===== config.mk =====
export PLATFORM = sky130hd
export DESIGN_NAME = tape_copier
export DESIGN_NICKNAME = d
export VERILOG_FILES = /design/src/source/zx_tape_pkg.sv /design/src/source/tape_copier.sv
export SDC_FILE = /design/constraint.sdc
export NUM_CORES = 1
export LEC_CHECK = 0
export BUFFER_PORTS_ARGS = -buffer_cell sky130_fd_sc_hd__buf_4
export CELL_PAD_IN_SITES_DETAIL_PLACEMENT = 1
export CELL_PAD_IN_SITES_GLOBAL_PLACEMENT = 1
export CORE_ASPECT_RATIO = 0.75
export CORE_MARGIN = 5
export CORE_UTILIZATION = 25
export CTS_CLUSTER_SIZE = 12
export DETAILED_ROUTE_END_ITERATION = 10
export PLACE_DENSITY = 0.56
export REMOVE_ABC_BUFFERS = 1
export SYNTH_ARGS = -nofsm -noshare
export SYNTH_HDL_FRONTEND = slang
export SYNTH_SLANG_ARGS = --single-unit

===== constraint.sdc =====
create_clock -name clk_sys -period 6.1 [get_ports clk_sys]
set_clock_uncertainty 0.2 [all_clocks]
set_input_delay 0.305 -clock clk_sys [delete_from_list [all_inputs] [get_ports clk_sys]]
set_output_delay 0.305 -clock clk_sys [all_outputs]
set_load 0.01 [all_outputs]

===== src/source/zx_tape_pkg.sv =====
// tape loader shared constants

package zx_tape_pkg;

	// ========================================
	// widths
	// ========================================

	// tape buffer address, 16 KB image
	localparam int TAPE_AW = 14;
	// cpu bus
	localparam int ADDR_W = 16;
	localparam int BYTE_W = 8;
	// free running enable counter
	localparam int CE_DIV_W = 5;

	// ========================================
	// rom load routine
	// ========================================

	// entry address of the load routine, per model
	localparam logic [ADDR_W-1:0] TRAP_ZX81 = 16'h0347;
	localparam logic [ADDR_W-1:0] TRAP_ZX80 = 16'h0207;
	// first address past the routine
	localparam logic [ADDR_W-1:0] WIN_END_ZX81 = 16'h03C3;
	localparam logic [ADDR_W-1:0] WIN_END_ZX80 = 16'h024D;

	// ========================================
	// patch routine
	// ========================================

	localparam int PATCH_LEN = 7;
	// loop byte, nop keeps looping, scf exits
	localparam logic [BYTE_W-1:0] OP_NOP = 8'h00;
	localparam logic [BYTE_W-1:0] OP_SCF = 8'h37;
	// xor a / nop / jr nc,-3 / jp 0207h
	localparam logic [BYTE_W-1:0] PATCH_IMAGE [0:PATCH_LEN-1] = '{
		8'hAF, 8'h00, 8'h30, 8'hFD, 8'hC3, 8'h07, 8'h02
	};
	// low byte of the jump target
	localparam logic [BYTE_W-1:0] JMP_LO_ZX81 = 8'h07;
	localparam logic [BYTE_W-1:0] JMP_LO_ZX80 = 8'h03;

	// ram pointer preset, one below the first byte written
	// .p files skip the system variables below 4009h
	localparam logic [ADDR_W-1:0] RAM_PRE_P = 16'h4008;
	localparam logic [ADDR_W-1:0] RAM_PRE_O = 16'h3FFF;

endpackage


===== src/source/tape_copier.sv =====
// tape to ram copier

module tape_copier
	import zx_tape_pkg::*;
(
	input  logic               clk_sys,
	input  logic               reset,
	input  logic               ce_cpu_i,
	input  logic               loading_i,
	input  logic               load_start_i,
	input  logic               tape_type_i,
	input  logic [TAPE_AW-1:0] tape_size_i,
	output logic [TAPE_AW-1:0] rd_addr_o,
	input  logic [BYTE_W-1:0]  rd_data_i,
	output logic               ram_we_o,
	output logic [ADDR_W-1:0]  ram_addr_o,
	output logic [BYTE_W-1:0]  ram_data_o,
	output logic               tape_end_o
);

	logic [TAPE_AW-1:0] buf_ptr;
	logic [ADDR_W-1:0]  ram_ptr;
	logic [BYTE_W-1:0]  data_q;
	logic               step_q;
	logic               wr_q;
	logic               bytes_left;

	assign bytes_left = (buf_ptr < tape_size_i);
	// buffer data for buf_ptr shows up one cycle later
	assign rd_addr_o = buf_ptr;

	// ========================================
	// pointers
	// ========================================

	always_ff @(posedge clk_sys) begin
		if (reset) begin
			buf_ptr    <= '0;
			ram_ptr    <= '0;
			step_q     <= 1'b0;
			tape_end_o <= 1'b0;
		end else begin
			step_q     <= 1'b0;
			tape_end_o <= 1'b0;
			if (load_start_i) begin
				buf_ptr <= '0;
				ram_ptr <= tape_type_i ? RAM_PRE_P : RAM_PRE_O;
			end else if (ce_cpu_i && loading_i) begin
				if (bytes_left) begin
					// read of the old pointer is in flight now
					buf_ptr <= buf_ptr + 1'b1;
					ram_ptr <= ram_ptr + 1'b1;
					step_q  <= 1'b1;
				end else begin
					// nothing left, the patch may exit its loop
					tape_end_o <= 1'b1;
				end
			end
		end
	end

	// ========================================
	// write stage
	// ========================================

	// byte latched the cycle after the step,
	// written the cycle after that
	always_ff @(posedge clk_sys) begin
		if (step_q) begin
			data_q <= rd_data_i;
		end
	end

	always_ff @(posedge clk_sys) begin
		if (reset) begin
			wr_q <= 1'b0;
		end else begin
			wr_q <= step_q & loading_i;
		end
	end

	// a load cut short drops its last pending write
	assign ram_we_o   = wr_q & loading_i;
	assign ram_addr_o = ram_ptr;
	assign ram_data_o = data_q;

endmodule


==> results.sh, run 1 <==
export IMPL_hold_viol=0
export IMPL_fin_crit_ns=2.98
export IMPL_grt_pass1_vias=2019
export IMPL_cts_root_buf="clkbuf_16"
export IMPL_initial_core_util_pct=25.4
export IMPL_detail_route_vias_per_cell=4.98
export IMPL_hpwl_um=4460
export IMPL_drt_initial_drc_count=83
export IMPL_synth_main_ff_cell="dfxtp_1"
export IMPL_maxSlewHeadroom_pct=64.9
export IMPL_r2r_setup_slack_ns=3.12
export IMPL_multi_input_area_um2=1100
export IMPL_cp_start_kind="register"
export IMPL_chipWidth_um=116
export IMPL_fin_setup_tns_ns=0
export IMPL_arrival_ns=2.97
export IMPL_report_final_slew_viol_count=0
export IMPL_yosysSeqAreaShare_pct=42.4
export IMPL_ctsLongestPathBuffers=2
export IMPL_synth_edff_count=8
export IMPL_fin_nets=350
export IMPL_io_pins=68
export IMPL_finalPower_uw=618
export IMPL_cp_data_required_time_ns=6.09
export IMPL_power_leakage_uw=0.00122
export IMPL_cts_buffers=5
export IMPL_rr_worst_depth=8
export IMPL_ys_ff_latch=41
export IMPL_io_buffers=67
export IMPL_fin_ws_ns=3.12
export IMPL_post_cts_buffers=0
export IMPL_drive_gt1_share_pct=25.0
export IMPL_dp_slack_ns=3.10
export IMPL_dieArea_um2=10500
export IMPL_drc=0
export IMPL_cts_resized=0
export IMPL_max_cap_violations=0
export IMPL_antenna_found_initial=0
export IMPL_rr_startpoint="rd_addr_o[5]"
export IMPL_die_h_um=89.9
export IMPL_antenna_cells=0
export IMPL_path_cells="ha_1, a211o_1, a21oi_1, o211ai_1, a211o_1, buf_4, or4_1, a311oi_1"
export IMPL_seq_area_um2=901
export IMPL_yosysWarnings=0
export IMPL_period_share_pct=48.8
export IMPL_antenna_left=0
export IMPL_grt_remaining_overflow=0
export IMPL_hp_class="in -> reg"
export IMPL_async_flop_share_pct=0
export IMPL_cp_max_fo=57
export IMPL_avgSynthCellArea_um2=9.01
export IMPL_cts_hold_buf=7
export IMPL_p_per_area_nw_per_um2=210
export IMPL_vias=2073
export IMPL_status="completed"
export IMPL_postLayoutCellArea_um2=2940
export IMPL_setup_viol=0
export IMPL_num_rows=29
export IMPL_tightestPinTransition_ns=0.526
export IMPL_clk_pin_slew_worst_paths_ns=0.06
export IMPL_clkLatencyLatePin_ns=0.28
export IMPL_htree_levels=2
export IMPL_cts_tree="built"
export IMPL_fmax_ghz=0.336
export IMPL_routed_wl_um=6030
export IMPL_crit_type="reg -> reg"
export IMPL_crit_slowest_cell="or4_1"
export IMPL_clkSinkCount=41
export IMPL_grt_start_max_net_pins=58
export IMPL_r2r_end="ram_addr_o[14]"
export IMPL_drt_first_pass_iters=4
export IMPL_layout_common_cells="buf_4 (68), dfxtp_1 (33), a21oi_1 (20), o31ai_1 (19)"
export IMPL_yosysUniqueCellTypes=31
export IMPL_synthCells=236
export IMPL_cp_startpoint="rd_addr_o[5]"
export IMPL_fill_cells=968
export IMPL_core_area_um2=8380
export IMPL_layout_commonest_cell="buf_4"
export IMPL_min_delay_start="reset"
export IMPL_ir_worst_vdd_mv=0.122
export IMPL_wl_per_cell_um=14.5
export IMPL_grt_use_total_pct=11.5
export IMPL_crit_path_frequent_cell="a211o_1"
export IMPL_holdWs_ns=0.0511
export IMPL_crit_path_end="ram_addr_o[14]"
export IMPL_synthToLayoutAreaGrowth_pct=38.1
export IMPL_crit_path_end_kind="register"
export IMPL_synthesis_area_um2=2130
export IMPL_place_area_um2=2710
export IMPL_gp_congestion=0.700
export IMPL_slowest_delay_ns=0.56
export IMPL_grt_pass1_wl_um=9870
export IMPL_rsz0062_at_grt="no"
-- how the worst min path moves through the flow --
stage,cells after the start,end,slack (ns)
finish,2,ram_addr_o[3],0.05
global route,2,ram_addr_o[3],0.05
CTS,1,ram_data_o[5],0.002
detailed placement,1,ram_data_o[7],0.28
global placement,1,ram_data_o[6],0.28
floorplan,1,ram_addr_o[3],0.17
-- routing by layer --
metal / GRT usage, % / routed length (um) / vias to the layer above / part of all wire [%]
li1: - / - / 1047 / -
met5: 0 / 0 / - / 0
met2: 17.3 / 2590 / 46 / 43
met1: 16.2 / 3010 / 973 / 50
met4: 2.71 / 41 / 0 / 0.68
met3: 3.36 / 394 / 7 / 6.5
-- worst max-delay path, delay by kind of cell, from the launching register on --
family | cells | cell delay, ns
simple gates | 1 | 0.56
fa+ha+maj | 1 | 0.29
flops | 1 | 0.41
buf+inv | 1 | 0.29
compound gates | 5 | 1.13
-- flip-flops by register name, indices dropped and copies added, names as in the netlist --
signal,flops
ram_addr_o,16
ram_data_o,8
rd_addr_o,14
step_q,1
tape_end_o,1
wr_q,1
-- Yosys cell counts (6+ instances only) --
| library cell | n | area, um2 |
|---|---|---|
| and3_1 | 7 | 43.8 |
| or4_1 | 18 | 135 |
| clkbuf_1 | 6 | 22.5 |
| o31ai_1 | 19 | 143 |
| dfxtp_1 | 33 | 661 |
| inv_1 | 18 | 67.6 |
| a21oi_1 | 20 | 100 |
| nand2_1 | 14 | 52.6 |
| or3_1 | 7 | 43.8 |
| o21ai_0 | 8 | 40.0 |
| nand3_1 | 15 | 75.1 |
| edfxtp_1 | 8 | 240 |
| ha_1 | 15 | 188 |
| a31oi_1 | 11 | 68.8 |
| nor2_1 | 7 | 26.3 |
-- area by class of cell --
class                   instances  area share [%]
inverters                      18            2.30
well taps                     108            4.60
flip-flops and latches         41            30.7
multi-input cells             165            37.5
clock inverters                 3           0.597
repair buffers                 76            20.1
clock buffers                   5            4.26
-- where the power goes --
part / internal [uW] / switching [uW] / total [uW]
Clock: 150 / 107 / 257
Sequential: 285 / 10.1 / 295
Combinational: 34.2 / 31.5 / 65.7
-- kinds of logic after synthesis --
kind of cell | after synthesis | share of synthesized area (%)
and+or+nand+nor | 77 | 20.5
buffers and inverters | 30 | 5.89
AOI/OAI and AO/OA | 69 | 20.7
DFF | 41 | 42.4
xor gates and xnor gates | 2 | 0.824
muxes | 2 | 0.942
adders and majority gates | 15 | 8.83
-- through the flow --
step                instances  util (%)
floorplan                 224         -
global placement          400      32.4
detailed placement        400      32.4
CTS                       415      34.9
global route              416      35.0
finish                    416      35.0
(Power assumes the default switching activity.)
==> run 2, diff against run 1 <==
--- a/config.mk
+++ b/config.mk
@@ -5,6 +5,7 @@
 export SDC_FILE = /design/constraint.sdc
 export NUM_CORES = 1
 export LEC_CHECK = 0
+export ABC_AREA = 1
 export BUFFER_PORTS_ARGS = -buffer_cell sky130_fd_sc_hd__buf_4
 export CELL_PAD_IN_SITES_DETAIL_PLACEMENT = 1
 export CELL_PAD_IN_SITES_GLOBAL_PLACEMENT = 1
@@ -13,7 +14,7 @@
 export CORE_UTILIZATION = 25
 export CTS_CLUSTER_SIZE = 12
 export DETAILED_ROUTE_END_ITERATION = 10
-export PLACE_DENSITY = 0.56
+export PLACE_DENSITY = 0.59
 export REMOVE_ABC_BUFFERS = 1
 export SYNTH_ARGS = -nofsm -noshare
 export SYNTH_HDL_FRONTEND = slang
==> constraint.sdc (replaced) <==
create_clock -name clk_sys -period 2.7 [get_ports clk_sys]
set_clock_uncertainty 0.2 [all_clocks]
set_input_delay 0.135 -clock clk_sys [delete_from_list [all_inputs] [get_ports clk_sys]]
set_output_delay 0.135 -clock clk_sys [all_outputs]
set_load 0.01 [all_outputs]
==> results.sh, run 2 <==
export IMPL_p_clk_share_pct=43.2
export IMPL_antenna_left=0
export IMPL_io_buffers=67
export IMPL_yosys_top_cells_area="dfxtp_1 (25%), nand2_1 (17%), edfxtp_1 (9.1%), ha_1 (7.1%), nor2_1 (7.1%)"
export IMPL_largest_reg_flops=16
export IMPL_initial_core_util_pct=25.6
export IMPL_yosysWarnings=0
export IMPL_drc=0
export IMPL_clkSinkCount=41
export IMPL_clkLatencyLatePin_ns=0.28
export IMPL_synth_most_common_cell="nand2_1"
export IMPL_slowest_delay_ns=0.35
export IMPL_holdWs_ns=0.0284
export IMPL_cts_tree="built"
export IMPL_drt_initial_drc_count=130
export IMPL_yosysSeqAreaShare_pct=34.1
export IMPL_stdcell_count=616
export IMPL_post_route_util_pct=34.8
export IMPL_async_flop_share_pct=0
export IMPL_synth_main_ff_cell="dfxtp_1"
export IMPL_period_share_pct=81.2
export IMPL_ctsLongestPathBuffers=2
export IMPL_drive_gt1_share_pct=19.6
export IMPL_wl_per_cell_um=13.8
export IMPL_layout_common_cells="nand2_1 (117), buf_4 (76), nor2_1 (50), inv_1 (48), nand3_1 (34)"
export IMPL_routed_wl_um=8480
export IMPL_vias=2763
export IMPL_grt_pass1_wl_um=13900
export IMPL_maxSlewHeadroom_pct=60.7
export IMPL_cts_root_buf="clkbuf_16"
export IMPL_drt_first_pass_iters=4
export IMPL_seq_power_share_pct=42.5
export IMPL_layout_commonest_cell="nand2_1"
export IMPL_m1WireLength_um=4420
export IMPL_tightestPinTransition_ns=0.589
export IMPL_antenna_cells=0
export IMPL_path_cells="ha_1, nand2_2, nor2_2, nand2_2, nor2_2, nand2_2, nand3_4, buf_4, nand2_1, nor2_1, nor2_1"
export IMPL_pwr_share_comb_pct=14.3
export IMPL_cp_start_kind="register"
export IMPL_switchingPower_uw=411
export IMPL_wl_met3_um=273
export IMPL_max_cap_violations=0
export IMPL_p_per_area_nw_per_um2=448
export IMPL_synth_commonest_cells="nand2_1 (117), nor2_1 (50), inv_1 (48)"
export IMPL_grt_use_total_pct=13.3
export IMPL_fin_setup_tns_ns=0
export IMPL_p_int_uw=1190
export IMPL_status="completed"
export IMPL_hp_class="in -> reg"
export IMPL_cp_data_required_time_ns=2.68
export IMPL_clk_pin_slew_worst_paths_ns=0.06
export IMPL_grt_start_max_net_pins=41
export IMPL_ys_ff_latch=41
export IMPL_crit_path_end_kind="register"
export IMPL_htree_levels=2
export IMPL_synthesis_area_um2=2640
export IMPL_crit_type="reg -> reg"
export IMPL_core_area_um2=10300
export IMPL_synth_top_cell_area_share_pct=25.0
export IMPL_chipWidth_um=129
export IMPL_dr_wl_met2_um=3690
export IMPL_rsz0062_at_grt="no"
export IMPL_crit_slowest_cell="dfxtp_1"
export IMPL_io_pins=68
export IMPL_top_layer_used="met4"
export IMPL_synth_edff_count=8
export IMPL_place_inst=598
export IMPL_die_h_um=99.0
export IMPL_grt_pass1_vias=2716
export IMPL_hold_viol=0
export IMPL_fin_crit_ns=2.19
export IMPL_cp_max_fo=27
export IMPL_power_leakage_uw=0.00168
export IMPL_synthToLayoutAreaGrowth_pct=35.6
export IMPL_dieArea_um2=12700
export IMPL_sw_frac_of_total_pct=25.7
export IMPL_crit_path_frequent_cell="nand2_2"
export IMPL_hpwl_um=6490
export IMPL_report_final_slew_viol_count=0
export IMPL_avgSynthCellArea_um2=6.65
export IMPL_yosysUniqueCellTypes=26
export IMPL_num_rows=32
export IMPL_fin_nets=522
export IMPL_setup_viol=0
export IMPL_synthCells=397
export IMPL_cts_resized=0
export IMPL_ir_worst_vdd_mv=0.230
export IMPL_fmax_ghz=0.456
export IMPL_gp_congestion=0.776
export IMPL_yosysTopAreaCell="dfxtp_1"
export IMPL_cts_buffers=5
export IMPL_antenna_found_initial=0
export IMPL_arrival_ns=2.17
export IMPL_detail_route_vias_per_cell=4.49
export IMPL_finalPower_uw=1600
export IMPL_grt_remaining_overflow=0
==> run 2: changes by cell type after synthesis, moves of 5 or more <==
cell / change
a21oi_1: +13
a31oi_1: -11
and3_1: -6
inv_1: +30
nand2_1: +103
nand3_1: +19
nand4_1: +5
nor2_1: +43
o31ai_1: -19
or3_1: -7
or4_1: -18
xor2_1: +5
==> run 2: kinds of logic (layout without fill, tap and decap cells) <==
group                      Yosys count  after routing  share of synthesized area [%]
and+or+nand+nor                    225            225                           36.8
buffers and inverters               60            143                           9.72
AOI/OAI and AO/OA                   45             45                           8.53
DFF                                 41             41                           34.1
adders and majority gates           15             15                           7.11
xor gates and xnor gates            11             11                           3.65
==> run 2: cell type report <==
| cell class | instances | area, um2 |
|---|---|---|
| fill | 1293 | 6710 |
| multi-input combinational | 296 | 1480 |
| sequential | 41 | 901 |
| timing repair buffer | 86 | 671 |
| inverter | 49 | 184 |
| tap | 136 | 170 |
| clock buffer | 5 | 125 |
| clock inverter | 3 | 46.3 |
==> run 2: worst max-delay path: cells and delay by family (launching register included) <==
kind,cells,cell delay [ns]
adder cells (fa/ha/maj),1,0.32
flip-flops,1,0.35
AND/OR/NAND/NOR,9,0.93
buffers and inverters,1,0.30
==> run 2: final timing paths <==
path	endpoint	slack [ns]	from	cells after the start
worst min register to register	rd_addr_o[11]	0.32	rd_addr_o[11]	2
worst max-delay path	ram_addr_o[3]	0.51	rd_addr_o[13]	11
worst min-delay path	ram_addr_o[14]	0.03	tape_type_i	5
worst max register to register	ram_addr_o[3]	0.51	rd_addr_o[13]	11
==> run 2: what timing repair did <==
item                      4_1_cts  5_1_grt
hold endpoints to repair       10        0
hold buffers                   10        0
setup buffers                   0        0
==> run 2: power by group through the flow <==
stage          sequential [uW]  clock [uW]  combinational, uW
6_report                   680         693                229
5_1_grt                    684         742                260
4_1_cts                    680         716                235
3_5_place_dp               694           0                223
3_3_place_gp               693           0                215
2_1_floorplan              694           0                108
==> run 2: metrics by stage <==
stage	instance area, um2	setup WS (ns)
after global placement	3310	0.583
after global routing	3580	0.283
after floorplan	2570	0.656
after detailed placement	3310	0.488
after CTS	3580	0.462
final	3580	0.508
==> run 2: routing by layer <==
metal / vias up / global-route usage (%)
met4: 0 / 2.91
li1: 1433 / -
met5: - / 0
met2: 38 / 20.2
met3: 8 / 2.38
met1: 1284 / 19.7
==> run 3, diff against run 2 <==
--- a/config.mk
+++ b/config.mk
@@ -5,7 +5,7 @@
 export SDC_FILE = /design/constraint.sdc
 export NUM_CORES = 1
 export LEC_CHECK = 0
-export ABC_AREA = 1
+export ABC_AREA = 0
 export BUFFER_PORTS_ARGS = -buffer_cell sky130_fd_sc_hd__buf_4
 export CELL_PAD_IN_SITES_DETAIL_PLACEMENT = 1
 export CELL_PAD_IN_SITES_GLOBAL_PLACEMENT = 1
@@ -14,7 +14,7 @@
 export CORE_UTILIZATION = 25
 export CTS_CLUSTER_SIZE = 12
 export DETAILED_ROUTE_END_ITERATION = 10
-export PLACE_DENSITY = 0.59
+export PLACE_DENSITY = 0.58
 export REMOVE_ABC_BUFFERS = 1
 export SYNTH_ARGS = -nofsm -noshare
 export SYNTH_HDL_FRONTEND = slang
==> constraint.sdc (replaced) <==
create_clock -name clk_sys -period 1.9 [get_ports clk_sys]
set_clock_uncertainty 0.2 [all_clocks]
set_input_delay 0.095 -clock clk_sys [delete_from_list [all_inputs] [get_ports clk_sys]]
set_output_delay 0.095 -clock clk_sys [all_outputs]
set_load 0.01 [all_outputs]
==> results.sh, run 3 (synthesis gave the netlist of run 1 again) <==
export IMPL_num_rows=29
export IMPL_cp_data_required_time_ns=1.91
export IMPL_crit_family="compound AO/OA/AOI/OAI gates"
export IMPL_chipWidth_um=116
export IMPL_holdWs_ns=0.247
export IMPL_grt_remaining_overflow=0
export IMPL_arrival_ns=2.62
export IMPL_crit_type="reg -> reg"
export IMPL_vias=2380
export IMPL_fill_cells=963
export IMPL_dp_slack_ns=-0.761
export IMPL_clk_pin_slew_worst_paths_ns=0.06
export IMPL_finalPower_uw=2210
export IMPL_fin_crit_ns=2.61
export IMPL_period_share_pct=137
export IMPL_path_buf_inv=2
export IMPL_grt_pass1_vias=2504
export IMPL_clkLatencyLatePin_ns=0.28
export IMPL_setup_viol=31
export IMPL_antenna_left=0
export IMPL_grt_start_max_net_pins=18
export IMPL_status="complete, but fails checks"
export IMPL_wl_per_cell_um=15.7
export IMPL_crit_path_frequent_cell="buf_6"
export IMPL_antenna_found_initial=0
export IMPL_largest_reg_flops=16
export IMPL_tightestPinTransition_ns=0.496
export IMPL_layout_common_cells="buf_4 (115), dfxtp_1 (32), inv_1 (18), nand3_1 (15), buf_6 (15)"
export IMPL_clkSinkCount=41
export IMPL_hp_class="in -> reg"
export IMPL_drt_first_pass_iters=4
export IMPL_fin_ws_ns=-0.708
export IMPL_dieArea_um2=10500
export IMPL_grt_pass1_wl_um=12200
export IMPL_antenna_cells=0
export IMPL_cp_max_fo=5
export IMPL_htree_levels=2
export IMPL_synthToLayoutAreaGrowth_pct=76.1
export IMPL_cp_start_kind="register"
export IMPL_fin_nets=417
export IMPL_hold_viol=0
export IMPL_detail_route_vias_per_cell=4.94
export IMPL_drt_initial_drc_count=83
export IMPL_ir_worst_vdd_mv=0.308
export IMPL_io_pins=68
export IMPL_maxSlewHeadroom_pct=66.9
export IMPL_cts_tree="built"
export IMPL_report_final_slew_viol_count=0
export IMPL_p_per_area_nw_per_um2=591
export IMPL_ctsLongestPathBuffers=2
export IMPL_gp_congestion=0.765
export IMPL_max_cap_violations=0
export IMPL_initial_core_util_pct=25.4
export IMPL_core_area_um2=8380
export IMPL_cp_startpoint="rd_addr_o[5]"
export IMPL_layout_commonest_cell="buf_4"
export IMPL_path_cells="ha_4, a211o_1, a21oi_2, o211ai_1, a211o_2, buf_6, buf_6, or4_1, a31oi_1"
export IMPL_rsz0062_at_grt="yes"
export IMPL_crit_path_end_kind="register"
export IMPL_rr_startpoint="rd_addr_o[5]"
export IMPL_r2r_setup_slack_ns=-0.71
export IMPL_hpwl_um=5460
export IMPL_power_leakage_uw=0.00161
export IMPL_fmax_ghz=0.383
export IMPL_violations="setup timing"
export IMPL_cts_root_buf="clkbuf_16"
export IMPL_min_delay_start="tape_size_i[13]"
export IMPL_drc=0
export IMPL_slowest_delay_ns=0.51
export IMPL_routed_wl_um=7560
export IMPL_grt_use_total_pct=14.3
export IMPL_drive_gt1_share_pct=46.5
export IMPL_crit_slowest_cell="or4_1"
export IMPL_io_buffers=67
export IMPL_cts_buffers=5
export IMPL_seq_area_um2=902
export IMPL_die_h_um=89.9
export IMPL_multi_input_area_um2=1320
==> run 3: changes by cell type in the layout (fill, tap and decap cells not counted), sizes merged, moves of 5 or more <==
cell,before,now
nand3,36,15
nand4,9,4
a21oi,33,20
or3,0,7
xor2,7,2
a31oi,0,11
nand2,120,14
nor2,55,7
inv,48,18
and3,1,7
buf,76,130
or4,0,18
o31ai,0,19
==> run 3: area by class of cell <==
class                           instances  share of cell area (%)
Timing Repair Buffer                  143                    31.0
Tap cell                              108                    3.61
Inverter                               18                    1.80
Sequential cell                        41                    24.1
Clock buffer                            5                    3.34
Multi-Input combinational cell        165                    35.2
Clock inverter                          2                   0.936
==> run 3: metrics by stage <==
stage / instance area (um2) / instances / TNS, ns / util, %
floorplan: 2070 / 224 / -27.57 / -
global placement: 3080 / 449 / -18.12 / 36.8
detailed placement: 3080 / 449 / -20.75 / 36.8
finish: 3740 / 482 / -18.99 / 44.7
CTS: 3630 / 482 / -19.94 / 43.3
global route: 3740 / 482 / -22.04 / 44.7
==> run 3: per-layer routing <==
| layer | wire length [um] | up-vias | track usage, % |
|---|---|---|---|
| li1 | - | 1178 | - |
| met1 | 3480 | 1141 | 19.4 |
| met2 | 3580 | 52 | 22.8 |
| met3 | 415 | 9 | 3.22 |
| met4 | 83 | 0 | 3.86 |
| met5 | 0 | - | 0 |
==> run 3: power breakdown <==
group | internal, uW | switching, uW
Clock | 610 | 337
Sequential | 914 | 26.2
Combinational | 182 | 144
==> run 3: repair_timing <==
| action | 4_1_cts | 5_1_grt |
|---|---|---|
| buffers inserted | 12 | 2 |
| cloned | 2 | 0 |
| gates resized for setup | 40 | 23 |
| endpoints found under the hold margin | 13 | 0 |
| pin swaps | 42 | 12 |
| endpoints found under the setup margin | 31 | 32 |
| hold buffers | 13 | 0 |
==> run 3: tightest hold or removal path, stage by stage <==
cell	delay (ns)
buf_4	0.11
inv_1	0.05
ha_1	0.16
a211oi_1	0.07
a211oi_2	0.19
==> run 3: worst paths after layout <==
| check | end | depth (start not counted) |
|---|---|---|
| worst max-delay path | ram_addr_o[9] | 9 |
| worst min register to register | ram_addr_o[15] | 2 |
| worst min-delay path | tape_end_o | 5 |
| worst max register to register | ram_addr_o[9] | 9 |
